===== config.mk =====
export PLATFORM = sky130hd
export DESIGN_NAME = rv32_load_store_unit
export DESIGN_NICKNAME = d
export VERILOG_FILES = /design/src/common/rv32_pkg.sv /design/src/load_store/rv32_load_extend.sv /design/src/load_store/rv32_load_store_unit.sv
export SDC_FILE = /design/constraint.sdc
export NUM_CORES = 1
export LEC_CHECK = 0
export BUFFER_PORTS_ARGS = -buffer_cell sky130_fd_sc_hd__clkbuf_2
export CAP_MARGIN = 5
export CORE_MARGIN = 1
export CORE_UTILIZATION = 45
export CTS_CLUSTER_DIAMETER = 120
export CTS_CLUSTER_SIZE = 20
export DETAILED_ROUTE_END_ITERATION = 10
export PLACE_DENSITY = 0.83
export RECOVER_POWER = 50
export SYNTH_ARGS = -nofsm -noshare
export SYNTH_HDL_FRONTEND = slang
export SYNTH_SLANG_ARGS = --single-unit
export TNS_END_PERCENT = 10

===== constraint.sdc =====
create_clock -name clk -period 2.4 [get_ports clk]
set_input_delay 0.48 -clock clk [delete_from_list [all_inputs] [get_ports clk]]
set_output_delay 0.48 -clock clk [all_outputs]
set_load 0.005 [all_outputs]

===== src/common/rv32_pkg.sv =====
package rv32_pkg;

    localparam int XLEN = 32;

    // ========================================
    // memory operation codes
    // ========================================

    typedef enum logic [3:0] {
        MEM_NONE = 4'd0,
        MEM_LB   = 4'd1,
        MEM_LH   = 4'd2,
        MEM_LW   = 4'd3,
        MEM_LBU  = 4'd4,
        MEM_LHU  = 4'd5,
        MEM_SB   = 4'd6,
        MEM_SH   = 4'd7,
        MEM_SW   = 4'd8
    } mem_op_t;

    // ========================================
    // stage records
    // ========================================

    // record handed over by execute.
    typedef struct packed {
        logic [XLEN-1:0] mem_addr;
        mem_op_t         mem_op;
        logic [XLEN-1:0] wb_result;
        logic [4:0]      rd;
    } exec_buffer_data_t;

    // addr is word aligned, data already sits in its byte lanes.
    typedef struct packed {
        logic [XLEN-1:0] addr;
        logic            write;
        logic [3:0]      strobe;
        logic [XLEN-1:0] data;
    } memory_request_t;

    typedef struct packed {
        logic [XLEN-1:0] data;
    } memory_response_t;

    // data is zero for stores and for misaligned accesses.
    typedef struct packed {
        logic [XLEN-1:0] data;
        logic [4:0]      rd;
        logic            is_load;
        logic            misaligned;
    } writeback_t;

    function automatic logic is_load_op(mem_op_t op);
        return op inside {MEM_LB, MEM_LH, MEM_LW, MEM_LBU, MEM_LHU};
    endfunction

    function automatic logic is_store_op(mem_op_t op);
        return op inside {MEM_SB, MEM_SH, MEM_SW};
    endfunction

endpackage


===== src/load_store/rv32_load_extend.sv =====
`timescale 1ns/1ps

module rv32_load_extend (
    input  rv32_pkg::mem_op_t mem_op,
    input  logic [1:0]        byte_offset,
    input  logic [31:0]       word,
    output logic [31:0]       data
);

    import rv32_pkg::*;

    logic [15:0] lane;

    // shift the addressed byte or half down to bit 0.
    // half loads only see offset 0 or 2 here.
    assign lane = 16'(word >> {byte_offset, 3'b000});

    // ========================================
    // sign and zero extension
    // ========================================

    always_comb begin
        case (mem_op)
            MEM_LB: begin
                data = {{24{lane[7]}}, lane[7:0]};
            end
            MEM_LBU: begin
                data = {24'b0, lane[7:0]};
            end
            MEM_LH: begin
                data = {{16{lane[15]}}, lane[15:0]};
            end
            MEM_LHU: begin
                data = {16'b0, lane[15:0]};
            end
            MEM_LW: begin
                data = word;
            end
            // stores and empty ops write back zero.
            default: begin
                data = '0;
            end
        endcase
    end

endmodule


===== src/load_store/rv32_load_store_unit.sv =====
`timescale 1ns/1ps

module rv32_load_store_unit (
    input  logic                        clk,
    input  logic                        rst,
    input  logic                        exec_valid,
    output logic                        exec_ready,
    input  rv32_pkg::exec_buffer_data_t exec_data,
    output logic                        req_valid,
    input  logic                        req_ready,
    output rv32_pkg::memory_request_t   data_request,
    input  logic                        resp_valid,
    input  rv32_pkg::memory_response_t  data_response,
    output logic                        wb_valid,
    input  logic                        wb_ready,
    output rv32_pkg::writeback_t        wb_data
);

    import rv32_pkg::*;

    typedef enum logic [1:0] {
        ST_IDLE,
        ST_WAIT,
        ST_HOLD
    } state_t;

    state_t          state;
    logic [1:0]      offset;
    logic            misaligned;
    logic            go_memory;
    logic            take;
    logic [1:0]      op_offset;
    mem_op_t         op_code;
    logic [4:0]      op_rd;
    logic [XLEN-1:0] load_data;
    writeback_t      reply_rec;
    writeback_t      held_rec;

    assign offset = exec_data.mem_addr[1:0];

    // halves need an even address, words need offset zero.
    always_comb begin
        case (exec_data.mem_op)
            MEM_LH, MEM_LHU, MEM_SH: misaligned = offset[0];
            MEM_LW, MEM_SW:          misaligned = (offset != 2'b00);
            default:                 misaligned = 1'b0;
        endcase
    end

    assign go_memory = (is_load_op(exec_data.mem_op) || is_store_op(exec_data.mem_op))
                       && !misaligned;

    assign exec_ready = (state == ST_IDLE) && req_ready;
    assign take       = exec_valid && exec_ready;
    assign req_valid  = (state == ST_IDLE) && exec_valid && go_memory;

    // ========================================
    // request with lane placement
    // ========================================

    always_comb begin
        data_request.addr  = {exec_data.mem_addr[XLEN-1:2], 2'b00};
        data_request.write = is_store_op(exec_data.mem_op);
        case (exec_data.mem_op)
            MEM_SB: begin
                data_request.strobe = 4'b0001 << offset;
                data_request.data   = {4{exec_data.wb_result[7:0]}};
            end
            MEM_SH: begin
                data_request.strobe = offset[1] ? 4'b1100 : 4'b0011;
                data_request.data   = {2{exec_data.wb_result[15:0]}};
            end
            MEM_SW: begin
                data_request.strobe = 4'b1111;
                data_request.data   = exec_data.wb_result;
            end
            default: begin
                data_request.strobe = 4'b0000;
                data_request.data   = exec_data.wb_result;
            end
        endcase
    end

    // ========================================
    // sequencing and writeback
    // ========================================

    always_ff @(posedge clk) begin
        if (rst) begin
            state <= ST_IDLE;
        end else begin
            case (state)
                ST_IDLE: begin
                    if (take) begin
                        state <= go_memory ? ST_WAIT : ST_HOLD;
                    end
                end
                ST_WAIT: begin
                    if (resp_valid) begin
                        state <= wb_ready ? ST_IDLE : ST_HOLD;
                    end
                end
                ST_HOLD: begin
                    if (wb_ready) begin
                        state <= ST_IDLE;
                    end
                end
                default: state <= ST_IDLE;
            endcase
        end
    end

    // a skipped access gets its record right away, a reply only when stalled.
    always_ff @(posedge clk) begin
        if (take) begin
            op_offset           <= offset;
            op_code             <= exec_data.mem_op;
            op_rd               <= exec_data.rd;
            held_rec.data       <= '0;
            held_rec.rd         <= exec_data.rd;
            held_rec.is_load    <= is_load_op(exec_data.mem_op);
            held_rec.misaligned <= misaligned;
        end else if (state == ST_WAIT && resp_valid) begin
            held_rec <= reply_rec;
        end
    end

    rv32_load_extend u_load_extend (
        .mem_op      (op_code),
        .byte_offset (op_offset),
        .word        (data_response.data),
        .data        (load_data)
    );

    always_comb begin
        reply_rec.data       = load_data;
        reply_rec.rd         = op_rd;
        reply_rec.is_load    = is_load_op(op_code);
        reply_rec.misaligned = 1'b0;
    end

    assign wb_valid = (state == ST_HOLD) || (state == ST_WAIT && resp_valid);
    assign wb_data  = (state == ST_HOLD) ? held_rec : reply_rec;

    // a reply belongs to the one open access.
    assert property (@(posedge clk) disable iff (rst) resp_valid |-> state == ST_WAIT);

    assert property (@(posedge clk) disable iff (rst)
        req_valid |-> !(exec_data.mem_addr[0] && exec_data.mem_op inside
                        {MEM_LH, MEM_LHU, MEM_SH, MEM_LW, MEM_SW})
                   && !(exec_data.mem_addr[1] && exec_data.mem_op inside {MEM_LW, MEM_SW}));

endmodule


After elaboration in Yosys (flattened, before gate mapping)
Index checks and enable logic that the tools add are counted.

word-level totals
  bits in registers = 52
  bits of input ports = 111
  word-level logic and storage cells = 59

operators by class
  equality and inequality tests = 18
  shift-type cells = 2
  muxes and demuxes = 13
  reduce and logical (&&, ||, !) cells = 18

operators with widths
  operator               number
  $pmux W32 S5           1
  $pmux W36 S3           1
  $mux W39               1
  $shr A32 B5 Y16        1
  $eq A4 B3 Y1 const B   6
  $eq A4 B2 Y1 const B   4
  $mux W7                2
  $mux W2                5
  $reduce_bool A5 Y1     2
  $eq A4 B1 Y1 const B   2
  $logic_and A1 B1 Y1    6
  $ne A2 B2 Y1 const B   3
  $pmux W2 S3            1
  $eq A4 B4 Y1 const B   1
  $mux W4                1
  $reduce_bool A2 Y1     2
  $shl A1 B2 Y4 const A  1
  $reduce_and A3 Y1      1
  $reduce_bool A3 Y1     1
  $reduce_or A3 Y1       1
  $eq A2 B1 Y1 const B   1
  $eq A2 B2 Y1 const B   1
  $logic_not A2 Y1       1
  $logic_or A1 B1 Y1     2
  3 further kinds        3

Depth between registers and ports, before layout
  depth after elaboration = 8
  depth in mapped cells = 8
  gate-level depth less buffers = 5

Modules after synthesis
A second synthesis with hierarchy kept.

second synthesis, totals
  cells, all modules = 566
  area, all modules = 4000.1 um2

modules (own cells, without submodules)
  module                instances  cells an instance  area an instance (um2)  seq. area each (um2)
  rv32_load_store_unit  1          446                3141.8                  1221.2
  rv32_load_extend      1          120                858.3                   0.0

Worst setup path after synthesis
No wires, ideal clock.

  kind = register -> output
  from = register op_code[1]
  to = output wb_data[27] (netlist name)
  arrival = 1.578 ns
  data required time = 1.920 ns
  slack = 0.342 ns
  stages on the path, launching flop included = 8
  path buffers = 2
  path through = edfxtp_1 -> buf_2 -> or2_2 -> o22ai_1 -> a22o_2 -> nand4_2 -> buf_4 -> o211ai_1

RTL lines
  item                      line                         source
  start: declaration        rv32_load_store_unit.sv:33   mem_op_t op_code;
  start signal: assignment  rv32_load_store_unit.sv:117  op_code <= exec_data.mem_op;
  end: declaration          rv32_load_store_unit.sv:16   output rv32_pkg::writeback_t wb_data

==> results.py <==
metrics = {
    "power": {
        "p_leak_nw": 2.258,
        "peakVddDrop_uv": 247.0,
        "total_power_mw": 2.248,
        "power.density_mw_per_mm2": 451.2,
    },
    "place": {
        "dp_slack_ns": -0.1324,
        "detailed_place_hpwl_um": 9386,
        "place.gp.congestion": 0.8674,
        "place.port_buffers": 159,
    },
    "timing": {
        "finalClockSkew_ns": 0.005045,
        "rsz0062_at_grt": "true",
        "fin_ws_ns": -0.1013,
        "period_share": 1.042,
        "slew_headroom": 0.5946,
        "timing.fmax_ghz": 0.3998,
        "finalMaxSlewViolations": 0,
        "finalHoldViolCount": 0,
        "tightest_slew_ns": 0.6081,
        "finalCriticalPeriod_ns": 2.501,
        "setup_viol": 32,
    },
    "synthesis": {
        "yosysSeqAreaShare": 0.3142,
        "synth-main-ff-cell": "dfxtp_1",
        "synth_edf_count": 18,
        "synth_top_area_frac": 0.1751,
        "yosys.area.top_type": "dfxtp_1",
        "ys_types": 54,
        "netlist_area_mm2": 0.003886,
        "netlist_instances": 469,
        "avgSynthCellArea_um2": 8.286,
        "ys_top_cells_by_area": "dfxtp_1 (18%), edfxtp_1 (14%), nand2_1 (9.4%), buf_4 (7.9%), mux2_2 (6.1%)",
        "ys_ff_latch": 52,
        "async_reset_ff_frac": 0,
        "yosysWarnings": 0,
    },
    "worst_setup_path": {
        "cpMaxStageDelayCell": "edfxtp_1",
        "slowest_delay_ns": 0.39,
        "regToRegStartpoint": "state[1]",
        "path_buf_inv": 2,
        "worst_setup_path_end_kind": "output port",
        "r2r_end": "held_rec[6]",
        "cp_max_fo": 7,
        "regToRegSetupSlack_ns": 0.42,
        "critical_path_required_ns": 1.92,
        "start_kind": "flip-flop",
        "cp_cell_sequence": "buf_6 > mux2i_4 > o22ai_2 > nand3_1 > or2_4 > o21ai_1 > clkbuf_2",
        "path_delay_family": "simple AND/OR/NAND/NOR gates",
        "setup.worst_path.class": "flip-flop to output port",
        "crit_arrival_ns": 2.02,
        "ff2ff_path_depth": 4,
    },
    "detailed_routing": {
        "drc": 0,
        "dr.pass1.iters": 5,
        "vias": 4075,
        "avgViaCountPerCell": 5.805,
        "drt-wirelength-per-cell_um": 18.57,
        "drt_iter0_drc": 300,
        "ant_nets": 0,
        "routed_wl_um": 13040,
    },
    "min_path": {
        "min-delay-start": "exec_data[3]",
        "holdPathStages": 1,
        "holdPathEnd": "op_rd[3]",
        "hold_class": "input pin to flip-flop",
    },
    "run_status": {
        "status": "finished, violations left",
        "violations": "setup timing",
    },
    "layout": {
        "num_antenna_cells": 0,
        "drive_gt1_frac": 0.4255,
        "final_nets": 707,
        "regArea_mm2": 0.001221,
        "n_fill_cell": 695,
        "syn2layout_area_growth_pct": 28.17,
        "multi_input_area_mm2": 0.002434,
        "postLayoutCoreUtil": 0.6002,
    },
    "die": {
        "die_width_um": 94.93,
        "start_util": 0.4683,
        "boundaryPins": 222,
        "die_area_mm2": 0.009012,
        "rows": 33,
        "die_h_um": 94.93,
        "coreArea_mm2": 0.008299,
    },
    "clock_network": {
        "numCtsBuffers": 5,
        "cts_tree": "built",
        "root_buffer": "clkbuf_8",
        "cts.sinks": 52,
        "path_clk_slew_ns": 0.10,
        "htreeDepth": 2,
        "insertion_delay_ns": 0.31,
        "cts_buffer_depth": 2,
        "hold_buffers": 0,
    },
    "grt": {
        "grt_max_degree": 33,
        "overflow": 0,
        "grt_usage": 0.2748,
        "grt_pass1_wl_um": 18860,
        "grt_pass1_vias": 3851,
        "grt_antenna_before_repair": 0,
    },
    "flow_run": {
        "timing.max_cap.violations": 0,
    },
}
## kinds of logic (layout without fill, tap and decap cells)
| group | count (synthesis) | count (layout) | share of synthesized area |
|---|---|---|---|
| AND/OR/NAND/NOR | 180 | 181 | 0.2090 |
| AO/OA/AOI/OAI | 122 | 122 | 0.2515 |
| buffers and inverters | 76 | 202 | 0.1198 |
| flip-flops | 52 | 52 | 0.3142 |
| multiplexers | 38 | 38 | 0.1046 |
| other | 1 | 2 | 0.0009649 |
## per-stage QoR
stage               hold WS, ns  cells  area, um2  TNS [ns]
finish                   0.3580    702       4981    -1.929
global route             0.3388    702       4981    -4.467
CTS                      0.3507    696       4837    -1.638
detailed placement       0.4543    685       4558   -0.3308
global placement         0.4427    685       4558   -0.1840
floorplan                0.4347    470       3890         0
## power breakdown
group / internal [mW] / switching, mW / total (mW)
combinational: 0.300 / 0.379 / 0.678
clock: 0.309 / 0.303 / 0.613
sequential: 0.941 / 0.0156 / 0.957
## final cells by class
cell class / count / share of cell area
clock buffers: 5 / 0.01382
clock inverters: 3 / 0.008541
inverters: 3 / 0.002261
multi-input cells: 343 / 0.4886
flip-flops and latches: 52 / 0.2452
well taps: 105 / 0.02638
repair buffers: 191 / 0.2153
## cells in the final DEF, fill, tap and decap left out, drive strengths merged, types with 4 or more instances in the layout
master | Yosys | routed
nand2 | 97 | 97
edfxtp | 18 | 18
a2bb2oi | 7 | 7
a221o | 8 | 8
nand2b | 4 | 4
a32o | 8 | 8
a22o | 11 | 11
dfxtp | 34 | 34
o211ai | 32 | 32
a21oi | 5 | 5
a211o | 9 | 9
nor2b | 12 | 12
clkbuf | 15 | 164
nor2 | 49 | 49
mux2i | 17 | 17
buf | 58 | 32
o21ai | 24 | 24
mux2 | 21 | 21
## metal layers
metal  GRT usage  part of all wire  vias up  wire length, um
met4      0.1124             0.031        0              402
li1            -                 -     1899                -
met1      0.2944              0.36     1899             4661
met5           0                 0        -                0
met3     0.05395             0.082       34             1063
met2      0.5204              0.53      243             6910
## flip-flops by register name, indices dropped and copies added, names as in the netlist
signal	count
op_code	4
state	2
held_rec	39
op_offset	2
op_rd	5
## Yosys cell counts (3+ instances only)
master,count
nor2_1,46
inv_1,3
nor2b_1,12
buf_4,41
buf_2,14
a221o_1,8
o211ai_2,10
a2bb2oi_1,7
nand2_1,97
mux2_2,21
and2_1,3
dfxtp_1,34
a22o_1,10
mux2i_1,17
a21oi_1,4
o31ai_1,3
o211ai_1,22
clkbuf_1,14
a211o_1,9
o21ai_0,22
edfxtp_1,18
o22ai_1,3
a32o_1,8
nand2b_1,4
## worst max-delay path by stage
stage	start	to	cells past startpoint	slack [ns]
after detailed placement	op_code[2]	wb_data[16]	6	-0.13
after CTS	op_offset[1]	wb_data[24]	6	-0.1
after global routing	op_offset[1]	wb_data[19]	7	-0.18
after floorplan	op_code[1]	wb_data[27]	7	0.34
final	op_offset[1]	wb_data[16]	7	-0.10
after global placement	op_code[2]	wb_data[17]	6	-0.07
## worst reg2reg max path: cells and delay by family, from the launching register on
family / cells / cell delay (ns)
AND/OR/NAND/NOR: 2 / 0.48
buffers and inverters: 1 / 0.47
multiplexers: 1 / 0.40
flip-flops: 1 / 0.40
## repair_timing
item	in CTS	in global routing
endpoints found under the setup margin	32	33
pin swaps	13	14
resized for setup	40	25
buffers inserted	2	4
gates cloned	1	2
Note: power is estimated with default switching activity, not from simulation.
